<file path="src/logic/riscv_isa_pkg.sv">
package riscv_isa_pkg;

    // Base integer width
    localparam int XLEN = 32;

    // Major opcode field sits in ir[6:0]
    localparam int OPCODE_W = 7;

    // Encodings of all 32-bit instructions end in 2'b11
    localparam logic [1:0] ILEN32_TAG = 2'b11;

    // ECALL: funct12=0, rs1=0, funct3=0, rd=0, SYSTEM
    localparam logic [XLEN-1:0] ECALL_WORD = 32'h0000_0073;

    // Major opcodes accepted by the decoder
    typedef enum logic [OPCODE_W-1:0] {
        OPC_LOAD   = 7'b0000011,
        OPC_OP_IMM = 7'b0010011,
        OPC_AUIPC  = 7'b0010111,
        OPC_STORE  = 7'b0100011,
        OPC_OP     = 7'b0110011,
        OPC_LUI    = 7'b0110111,
        OPC_BRANCH = 7'b1100011,
        OPC_JALR   = 7'b1100111,
        OPC_JAL    = 7'b1101111,
        OPC_SYSTEM = 7'b1110011
    } opcode_e;

    // Exception causes handled by the front end
    typedef enum logic [1:0] {
        EXC_NONE       = 2'd0,
        EXC_I_MISALIGN = 2'd1,
        EXC_ILLEGAL    = 2'd2,
        EXC_ECALL      = 2'd3
    } exc_cause_e;

    // Architectural mcause value, bit 31 clear since these are synchronous
    function automatic logic [XLEN-1:0] mcause_code(exc_cause_e cause);
        case (cause)
            EXC_ILLEGAL: mcause_code = 32'd2;
            // ECALL from M-mode
            EXC_ECALL:   mcause_code = 32'd11;
            // Misaligned fetch and no-exception both map to 0
            default:     mcause_code = 32'd0;
        endcase
    endfunction

endpackage

</file>
<file path="src/logic/pipe_pkg.sv">
package pipe_pkg;

    // Canonical NOP: addi x0, x0, 0
    localparam logic [riscv_isa_pkg::XLEN-1:0] NOP_WORD = 32'h0000_0013;

    // Contents of the IF/ID pipeline register
    typedef struct packed {
        logic                            valid;
        logic [riscv_isa_pkg::XLEN-1:0]  pc;
        logic [riscv_isa_pkg::XLEN-1:0]  ir;
        // Detected at fetch, acted on in ID
        logic                            i_addr_misaligned;
    } if_id_t;

    // Exception record from ID to the trap registers
    typedef struct packed {
        logic                            raised;
        riscv_isa_pkg::exc_cause_e       cause;
        // PC of the faulting instruction
        logic [riscv_isa_pkg::XLEN-1:0]  epc;
        // Faulting address or instruction word
        logic [riscv_isa_pkg::XLEN-1:0]  tval;
    } exc_t;

endpackage

</file>
<file path="src/logic/exception_ctrl.sv">
`timescale 1ns/1ps

module exception_ctrl
    import riscv_isa_pkg::*;
    import pipe_pkg::*;
(
    input  if_id_t id_stage,
    input  logic   is_illegal_ir,
    input  logic   is_ecall,
    input  logic   branch_taken,
    input  logic   redirect,
    output exc_t   id_exc
);

    logic       flush;
    logic       live;
    exc_cause_e cause;

    // The ID instruction is squashed by a branch or a trap redirect
    assign flush = branch_taken | redirect;
    assign live  = id_stage.valid && !flush;

    // Misalignment first: an illegal decode of a misaligned fetch follows from it
    always_comb
    begin
        if (!live)
            cause = EXC_NONE;
        else if (id_stage.i_addr_misaligned)
            cause = EXC_I_MISALIGN;
        else if (is_illegal_ir)
            cause = EXC_ILLEGAL;
        else if (is_ecall)
            cause = EXC_ECALL;
        else
            cause = EXC_NONE;
    end

    // Raised straight from the inputs, cross-checked against cause below
    assign id_exc.raised = live &&
        (id_stage.i_addr_misaligned || is_illegal_ir || is_ecall);
    assign id_exc.cause  = cause;
    assign id_exc.epc    = id_exc.raised ? id_stage.pc : '0;

    always_comb
    begin
        case (cause)
            // Faulting fetch address
            EXC_I_MISALIGN: id_exc.tval = id_stage.pc;
            // Offending instruction word
            EXC_ILLEGAL:    id_exc.tval = id_stage.ir;
            default:        id_exc.tval = '0;
        endcase
    end

    a_raised_cause: assert final (id_exc.raised == (id_exc.cause != EXC_NONE))
        else $error("exception_ctrl: raised disagrees with cause");

endmodule

</file>
<file path="src/logic/fetch_unit.sv">
`timescale 1ns/1ps

module fetch_unit
    import riscv_isa_pkg::*;
    import pipe_pkg::*;
#(
    parameter logic [31:0] RESET_PC    = 32'h0000_0000,
    parameter logic [31:0] TRAP_VECTOR = 32'h0000_0100
) (
    input  logic            clk,
    input  logic            rst_n,
    input  logic            redirect,
    input  logic            branch_taken,
    input  logic [XLEN-1:0] branch_target,
    output logic [XLEN-1:0] imem_addr,
    input  logic [XLEN-1:0] imem_rdata,
    output if_id_t          if_stage
);

    logic [XLEN-1:0] pc_q;
    logic [XLEN-1:0] pc_next;

    // Next PC: trap redirect, then resolved branch, then sequential
    always_comb
    begin
        if (redirect)
            pc_next = TRAP_VECTOR;
        else if (branch_taken)
            pc_next = branch_target;
        else
            pc_next = pc_q + 32'd4;
    end

    always_ff @(posedge clk)
    begin
        if (!rst_n)
            pc_q <= RESET_PC;
        else
            pc_q <= pc_next;
    end

    // Instruction memory is combinational, word comes back this cycle
    assign imem_addr = pc_q;

    always_comb
    begin
        if_stage.valid             = 1'b1;
        if_stage.pc                = pc_q;
        if_stage.ir                = imem_rdata;
        // Only 32-bit instructions, so any nonzero low bit is misaligned
        if_stage.i_addr_misaligned = |pc_q[1:0];
    end

    // A trap redirect overrides a branch resolved in the same cycle
    a_redirect_wins: assert property (@(posedge clk) disable iff (!rst_n)
        redirect |=> (pc_q == TRAP_VECTOR))
        else $error("fetch_unit: redirect did not load the trap vector");

endmodule

</file>
<file path="src/logic/if_id_reg.sv">
`timescale 1ns/1ps

module if_id_reg
    import pipe_pkg::*;
(
    input  logic   clk,
    input  logic   rst_n,
    input  logic   redirect,
    input  logic   branch_taken,
    input  if_id_t if_stage,
    output if_id_t id_stage
);

    logic   flush;
    if_id_t bubble;

    // Either control transfer kills the instruction now in IF
    assign flush = redirect | branch_taken;

    // Invalid entry carrying a NOP
    always_comb
    begin
        bubble.valid             = 1'b0;
        bubble.pc                = '0;
        bubble.ir                = NOP_WORD;
        bubble.i_addr_misaligned = 1'b0;
    end

    always_ff @(posedge clk)
    begin
        if (!rst_n || flush)
            id_stage <= bubble;
        else
            id_stage <= if_stage;
    end

    // Nothing flushed may show up as valid in ID
    a_flush_bubble: assert property (@(posedge clk) disable iff (!rst_n)
        flush |=> !id_stage.valid)
        else $error("if_id_reg: valid entry after flush");

endmodule

</file>
<file path="src/logic/instr_decoder.sv">
`timescale 1ns/1ps

module instr_decoder
    import riscv_isa_pkg::*;
    import pipe_pkg::*;
(
    input  if_id_t id_stage,
    output logic   is_illegal_ir,
    output logic   is_ecall
);

    opcode_e opcode;
    logic    opcode_legal;
    logic    exact_ecall;

    // Values outside the enum simply fall to the default arm
    assign opcode = opcode_e'(id_stage.ir[OPCODE_W-1:0]);

    assign exact_ecall = (id_stage.ir == ECALL_WORD);

    always_comb
    begin
        case (opcode)
            OPC_LUI,
            OPC_AUIPC,
            OPC_JAL,
            OPC_JALR,
            OPC_BRANCH,
            OPC_LOAD,
            OPC_STORE,
            OPC_OP_IMM,
            OPC_OP:
                opcode_legal = 1'b1;
            // ECALL is the only SYSTEM instruction supported
            OPC_SYSTEM:
                opcode_legal = exact_ecall;
            default:
                opcode_legal = 1'b0;
        endcase
    end

    // Compressed or reserved length encodings are illegal too
    assign is_illegal_ir = (id_stage.ir[1:0] != ILEN32_TAG) || !opcode_legal;

    // Whole-word compare, no partial field match
    assign is_ecall = exact_ecall;

endmodule

</file>
<file path="src/logic/trap_csr.sv">
`timescale 1ns/1ps

module trap_csr
    import riscv_isa_pkg::*;
    import pipe_pkg::*;
(
    input  logic            clk,
    input  logic            rst_n,
    input  exc_t            id_exc,
    output logic            redirect,
    output logic            trap_valid,
    output logic [XLEN-1:0] trap_cause,
    output logic [XLEN-1:0] trap_epc,
    output logic [XLEN-1:0] trap_tval
);

    logic            trap_q;
    logic [XLEN-1:0] mepc_q;
    logic [XLEN-1:0] mcause_q;
    logic [XLEN-1:0] mtval_q;

    // One-cycle strobe the cycle after the exception leaves ID
    always_ff @(posedge clk)
    begin
        if (!rst_n)
            trap_q <= 1'b0;
        else
            trap_q <= id_exc.raised;
    end

    // Trap record, held until the next exception overwrites it
    always_ff @(posedge clk)
    begin
        if (!rst_n)
        begin
            mepc_q   <= '0;
            mcause_q <= '0;
            mtval_q  <= '0;
        end
        else if (id_exc.raised)
        begin
            mepc_q   <= id_exc.epc;
            mcause_q <= mcause_code(id_exc.cause);
            mtval_q  <= id_exc.tval;
        end
    end

    // Redirect and trap strobe are the same event
    assign redirect   = trap_q;
    assign trap_valid = trap_q;
    assign trap_cause = mcause_q;
    assign trap_epc   = mepc_q;
    assign trap_tval  = mtval_q;

    // The redirect must squash whatever follows the faulting instruction
    a_no_back_to_back: assert property (@(posedge clk) disable iff (!rst_n)
        trap_valid |=> !trap_valid)
        else $error("trap_csr: trap_valid high on consecutive cycles");

endmodule

</file>
<file path="src/logic/trap_frontend_top.sv">
`timescale 1ns/1ps

module trap_frontend_top
    import riscv_isa_pkg::*;
    import pipe_pkg::*;
#(
    parameter logic [31:0] RESET_PC    = 32'h0000_0000,
    parameter logic [31:0] TRAP_VECTOR = 32'h0000_0100
) (
    input  logic            clk,
    input  logic            rst_n,
    input  logic            branch_taken,
    input  logic [XLEN-1:0] branch_target,
    output logic [XLEN-1:0] imem_addr,
    input  logic [XLEN-1:0] imem_rdata,
    output logic            trap_valid,
    output logic [XLEN-1:0] trap_cause,
    output logic [XLEN-1:0] trap_epc,
    output logic [XLEN-1:0] trap_tval
);

    if_id_t if_stage;
    if_id_t id_stage;
    exc_t   id_exc;
    logic   redirect;
    logic   is_illegal_ir;
    logic   is_ecall;

    // IF
    fetch_unit #(
        .RESET_PC    (RESET_PC),
        .TRAP_VECTOR (TRAP_VECTOR)
    ) u_fetch (
        .clk           (clk),
        .rst_n         (rst_n),
        .redirect      (redirect),
        .branch_taken  (branch_taken),
        .branch_target (branch_target),
        .imem_addr     (imem_addr),
        .imem_rdata    (imem_rdata),
        .if_stage      (if_stage)
    );

    // IF/ID boundary
    if_id_reg u_if_id (
        .clk          (clk),
        .rst_n        (rst_n),
        .redirect     (redirect),
        .branch_taken (branch_taken),
        .if_stage     (if_stage),
        .id_stage     (id_stage)
    );

    // ID classification
    instr_decoder u_decoder (
        .id_stage      (id_stage),
        .is_illegal_ir (is_illegal_ir),
        .is_ecall      (is_ecall)
    );

    exception_ctrl u_exc_ctrl (
        .id_stage      (id_stage),
        .is_illegal_ir (is_illegal_ir),
        .is_ecall      (is_ecall),
        .branch_taken  (branch_taken),
        .redirect      (redirect),
        .id_exc        (id_exc)
    );

    // Trap registers, redirect goes back to fetch and IF/ID
    trap_csr u_trap_csr (
        .clk        (clk),
        .rst_n      (rst_n),
        .id_exc     (id_exc),
        .redirect   (redirect),
        .trap_valid (trap_valid),
        .trap_cause (trap_cause),
        .trap_epc   (trap_epc),
        .trap_tval  (trap_tval)
    );

endmodule

</file>
<file path="config.mk">
export PLATFORM = sky130hd
export DESIGN_NAME = trap_frontend_top
export DESIGN_NICKNAME = d
export VERILOG_FILES = /design/src/logic/riscv_isa_pkg.sv /design/src/logic/pipe_pkg.sv /design/src/logic/exception_ctrl.sv /design/src/logic/fetch_unit.sv /design/src/logic/if_id_reg.sv /design/src/logic/instr_decoder.sv /design/src/logic/trap_csr.sv /design/src/logic/trap_frontend_top.sv
export SDC_FILE = /design/constraint.sdc
export NUM_CORES = 1
export LEC_CHECK = 0
export CORE_UTILIZATION = 70
export CTS_BUF_LIST = sky130_fd_sc_hd__clkbuf_4
export DETAILED_ROUTE_END_ITERATION = 16
export DONT_BUFFER_PORTS = 1
export PLACE_DENSITY = 0.95
export REMOVE_ABC_BUFFERS = 1
export SYNTH_ARGS = -nofsm -noshare
export SYNTH_HDL_FRONTEND = slang
export SYNTH_SLANG_ARGS = --single-unit
</file>
<file path="constraint.sdc">
create_clock -name clk -period 3.3 [get_ports clk]
set_input_delay 0.165 -clock clk [delete_from_list [all_inputs] [get_ports clk]]
set_output_delay 0.165 -clock clk [all_outputs]
set_load 0.02 [all_outputs]
</file>
==> impl_metrics.csv <==
group,metric,value,unit
sta,worst_pin_slew,0.915,ns
floorplan,fp-row-count,36,
clock_tree,cts.repair.resized,0,
logic_synthesis,synthArstFlopShare,0,%
global_route,grt_first_pass_wirelength,26900,um
placed_design,numPlacedInstances,830,
floorplan,die_w,102,um
final_layout,multiInputGateArea,0.00317,mm2
final_layout,layoutNonFillerInstCount,927,
logic_synthesis,synth_warnings,0,
logic_synthesis,ys_seq_area_share,47.1,%
final_layout,areaGrowthSynthToFinish,9.89,%
detailed_routing,drt_iter0_drc,368,
worst_setup_path,required,3.74,ns
clock_tree,max-clock-path-buffers,2,
worst_setup_path,cp_cell_sequence,"nor4_1 > buf_4 > nand4_1 > nor4_1 > o21ai_0 > ha_1 > buf_4 > a22o_1 > nand2_1 > mux2i_1",
sta,rsz0062_at_grt,"false",
clock_tree,tritoncts,"yes",
status,status,"finished, final reports clean",
clock_tree,clock_sinks,165,
clock_tree,cts_buffers,17,
placed_design,portBuffers,0,
logic_synthesis,synthDistinctLibCells,47,
global_route,grt_pass1_vias,5474,
sta,drv_slew,0,
global_route,grt_max_degree,100,
logic_synthesis,avgSynthCellArea,9.20,um2
pwr,leakagePower,3.21,nW
detailed_routing,dr.pass1.iters,5,
global_route,grt_usage,34.2,%
final_layout,final_area,0.00771,mm2
sta,skew,0.0179,ns
floorplan,initial_core_util,72.1,%
final_layout,seq_area,0.00330,mm2
sta,fmax,372,MHz
flow_run,maxCapViolCount,0,
hold_path,min_path_type,"in -> reg",
logic_synthesis,yosys_register_bits,165,
logic_synthesis,synthCells,763,
logic_synthesis,syn_area,0.00702,mm2
floorplan,die_area,0.0104,mm2
global_route,antenna_found_initial,0,
floorplan,die_h,102,um
final_layout,fin_util,79.3,%
final_layout,final_cell_mix,"dfxtp_1, nand2_1, mux2i_1, dlygate4sd3_1, and2_1",
sta,final.min_clock_period,2.69,ns
detailed_routing,routed_via_density,6.10,
worst_setup_path,critPathMaxFanout,26,
worst_setup_path,worst_setup_path_start_kind,"flip-flop",
clock_tree,clk-insertion-delay-late,0.56,ns
global_route,overflow,0,
clock_tree,cts_root_buf,"clkbuf_4",
detailed_routing,drc_errors,0,
sta,setup_viol_count_final,0,
pwr,peakVddDrop,0.000316,V
final_layout,num-nets-final,853,
clock_tree,path_clk_slew,0.13,ns
placed_design,finalWeightedCongestion,0.852,
worst_setup_path,crit_arrival,3.13,ns
sta,relSlewSlack,38.7,%
sta,fin_crit_sh,81.6,%
final_layout,drive_above_1_share,6.31,%
floorplan,pin_count,196,
placed_design,place_hpwl,11200,um
placed_design,dpl_cell_area,0.00675,mm2
floorplan,core_area,0.00973,mm2
detailed_routing,finalWirelength,17600,um
pwr,powerDensity,471,mW/mm2
worst_setup_path,critPathMaxStageDelay,0.38,ns
detailed_routing,vias,5654,
logic_synthesis,synth_edf_count,0,
detailed_routing,ant_nets,0,
worst_setup_path,slowest_stage,"nor4_1",
worst_setup_path,crit_type,"reg -> reg",
clock_tree,htreeDepth,4,
final_layout,layout_commonest_cell,"dfxtp_1",
logic_synthesis,synthFlopType,"dfxtp_1",
sta,hold_slack,0.0361,ns
sta,hold_viol_final,0,
final_layout,num-fill-cells,616,
detailed_routing,wl_per_cell,19.0,um
pwr,total_power,3.63,mW
worst_setup_path,end_kind,"flip-flop",
power breakdown:
part           leakage (nW)  switching (mW)  internal (mW)
Sequential             1.34           0.104           2.05
Clock                 0.139           0.670          0.524
Combinational          1.73           0.158          0.128
worst max-delay path: cells and delay by family, from the launching register on:
family                     cells  cell delay (ns)
adders and majority gates      1             0.34
muxes                          1             0.08
DFF                            1             0.34
AOI/OAI and AO/OA              2             0.38
and+or+nand+nor                4             0.96
buffers and inverters          2             0.47
final timing paths:
kind              slack [ns]            startpoint                       end  cells past startpoint
setup / recovery        0.61  u_if_id.id_stage[18]  u_trap_csr.trap_tval[24]                     10
hold / removal          0.04                 rst_n   u_trap_csr.trap_epc[15]                      3
setup reg to reg        0.61  u_if_id.id_stage[18]  u_trap_csr.trap_tval[24]                     10
hold reg to reg         0.46  u_if_id.id_stage[49]   u_trap_csr.trap_epc[16]                      2
sequential cells by signal (all words and copies together), names as in the netlist, named ones only:
name / flops
u_if_id.id_stage: 66
u_trap_csr.trap_tval: 32
u_fetch.imem_addr: 30
u_trap_csr.trap_cause: 2
u_trap_csr.trap_epc: 32
u_trap_csr.redirect: 1
final cells by class:
cell class | count | share of cell area, %
Clock inverter | 11 | 1.77
Antenna cell | 1 | 0.0324
Sequential cell | 165 | 42.8
Clock buffer | 19 | 1.85
Multi-Input combinational cell | 514 | 41.1
Timing Repair Buffer | 79 | 10.1
Inverter | 5 | 0.243
Tap cell | 133 | 2.16
per-stage QoR:
stage	TNS (ns)	setup WS, ns
floorplan	-216.80	-3.29
global placement	0	0.757
detailed placement	0	0.708
CTS	0	0.688
global route	0	0.493
finish	0	0.609
synthesized netlist by cell type (3+ instances only):
cell	count	share of area [%]
dfxtp_1	165	47
nand2_1	163	8.7
buf_4	66	7.1
mux2i_1	65	9.3
and2_1	61	5.4
clkbuf_1	34	1.8
a22o_1	33	4.1
nand3_1	21	1.5
o21ai_0	18	1.3
nor2_1	15	0.80
nor4_1	13	1.2
nand4_1	10	0.89
a221o_1	9	1.3
nor3_1	9	0.64
or4_1	8	0.86
xnor2_1	7	0.87
buf_2	6	0.43
inv_1	5	0.27
a21o_1	4	0.43
and4_1	4	0.50
ha_1	4	0.71
nand2b_1	4	0.36
xor2_1	4	0.50
a21oi_1	3	0.21
o31a_1	3	0.37
logic make-up (layout without fill, tap and decap cells):
kind of cell	after synthesis	after routing	synth area share [%]
compound gates	82	82	9.07
buf+inv	112	114	9.63
fa+ha+maj	4	4	0.713
simple gates	323	323	22.8
flops	165	165	47.1
xor+xnor	11	11	1.37
mux	65	65	9.27
other cells	1	30	0.0534
layer usage:
layer	track usage [%]	vias to the layer above	routed length, um	share of wire [%]
li1	-	2565	-	-
met5	0	-	0	0
met2	58.1	339	8710	49
met1	39.8	2678	6800	39
met3	8.14	72	1450	8.3
met4	18.9	0	634	3.6
timing repair:
item	CTS	global route
endpoints found under the hold margin	131	0
endpoints found under the setup margin	0	0
buffers inserted	0	0
hold buffers	66	0
No activity file was read; power rests on OpenSTA's default activity.
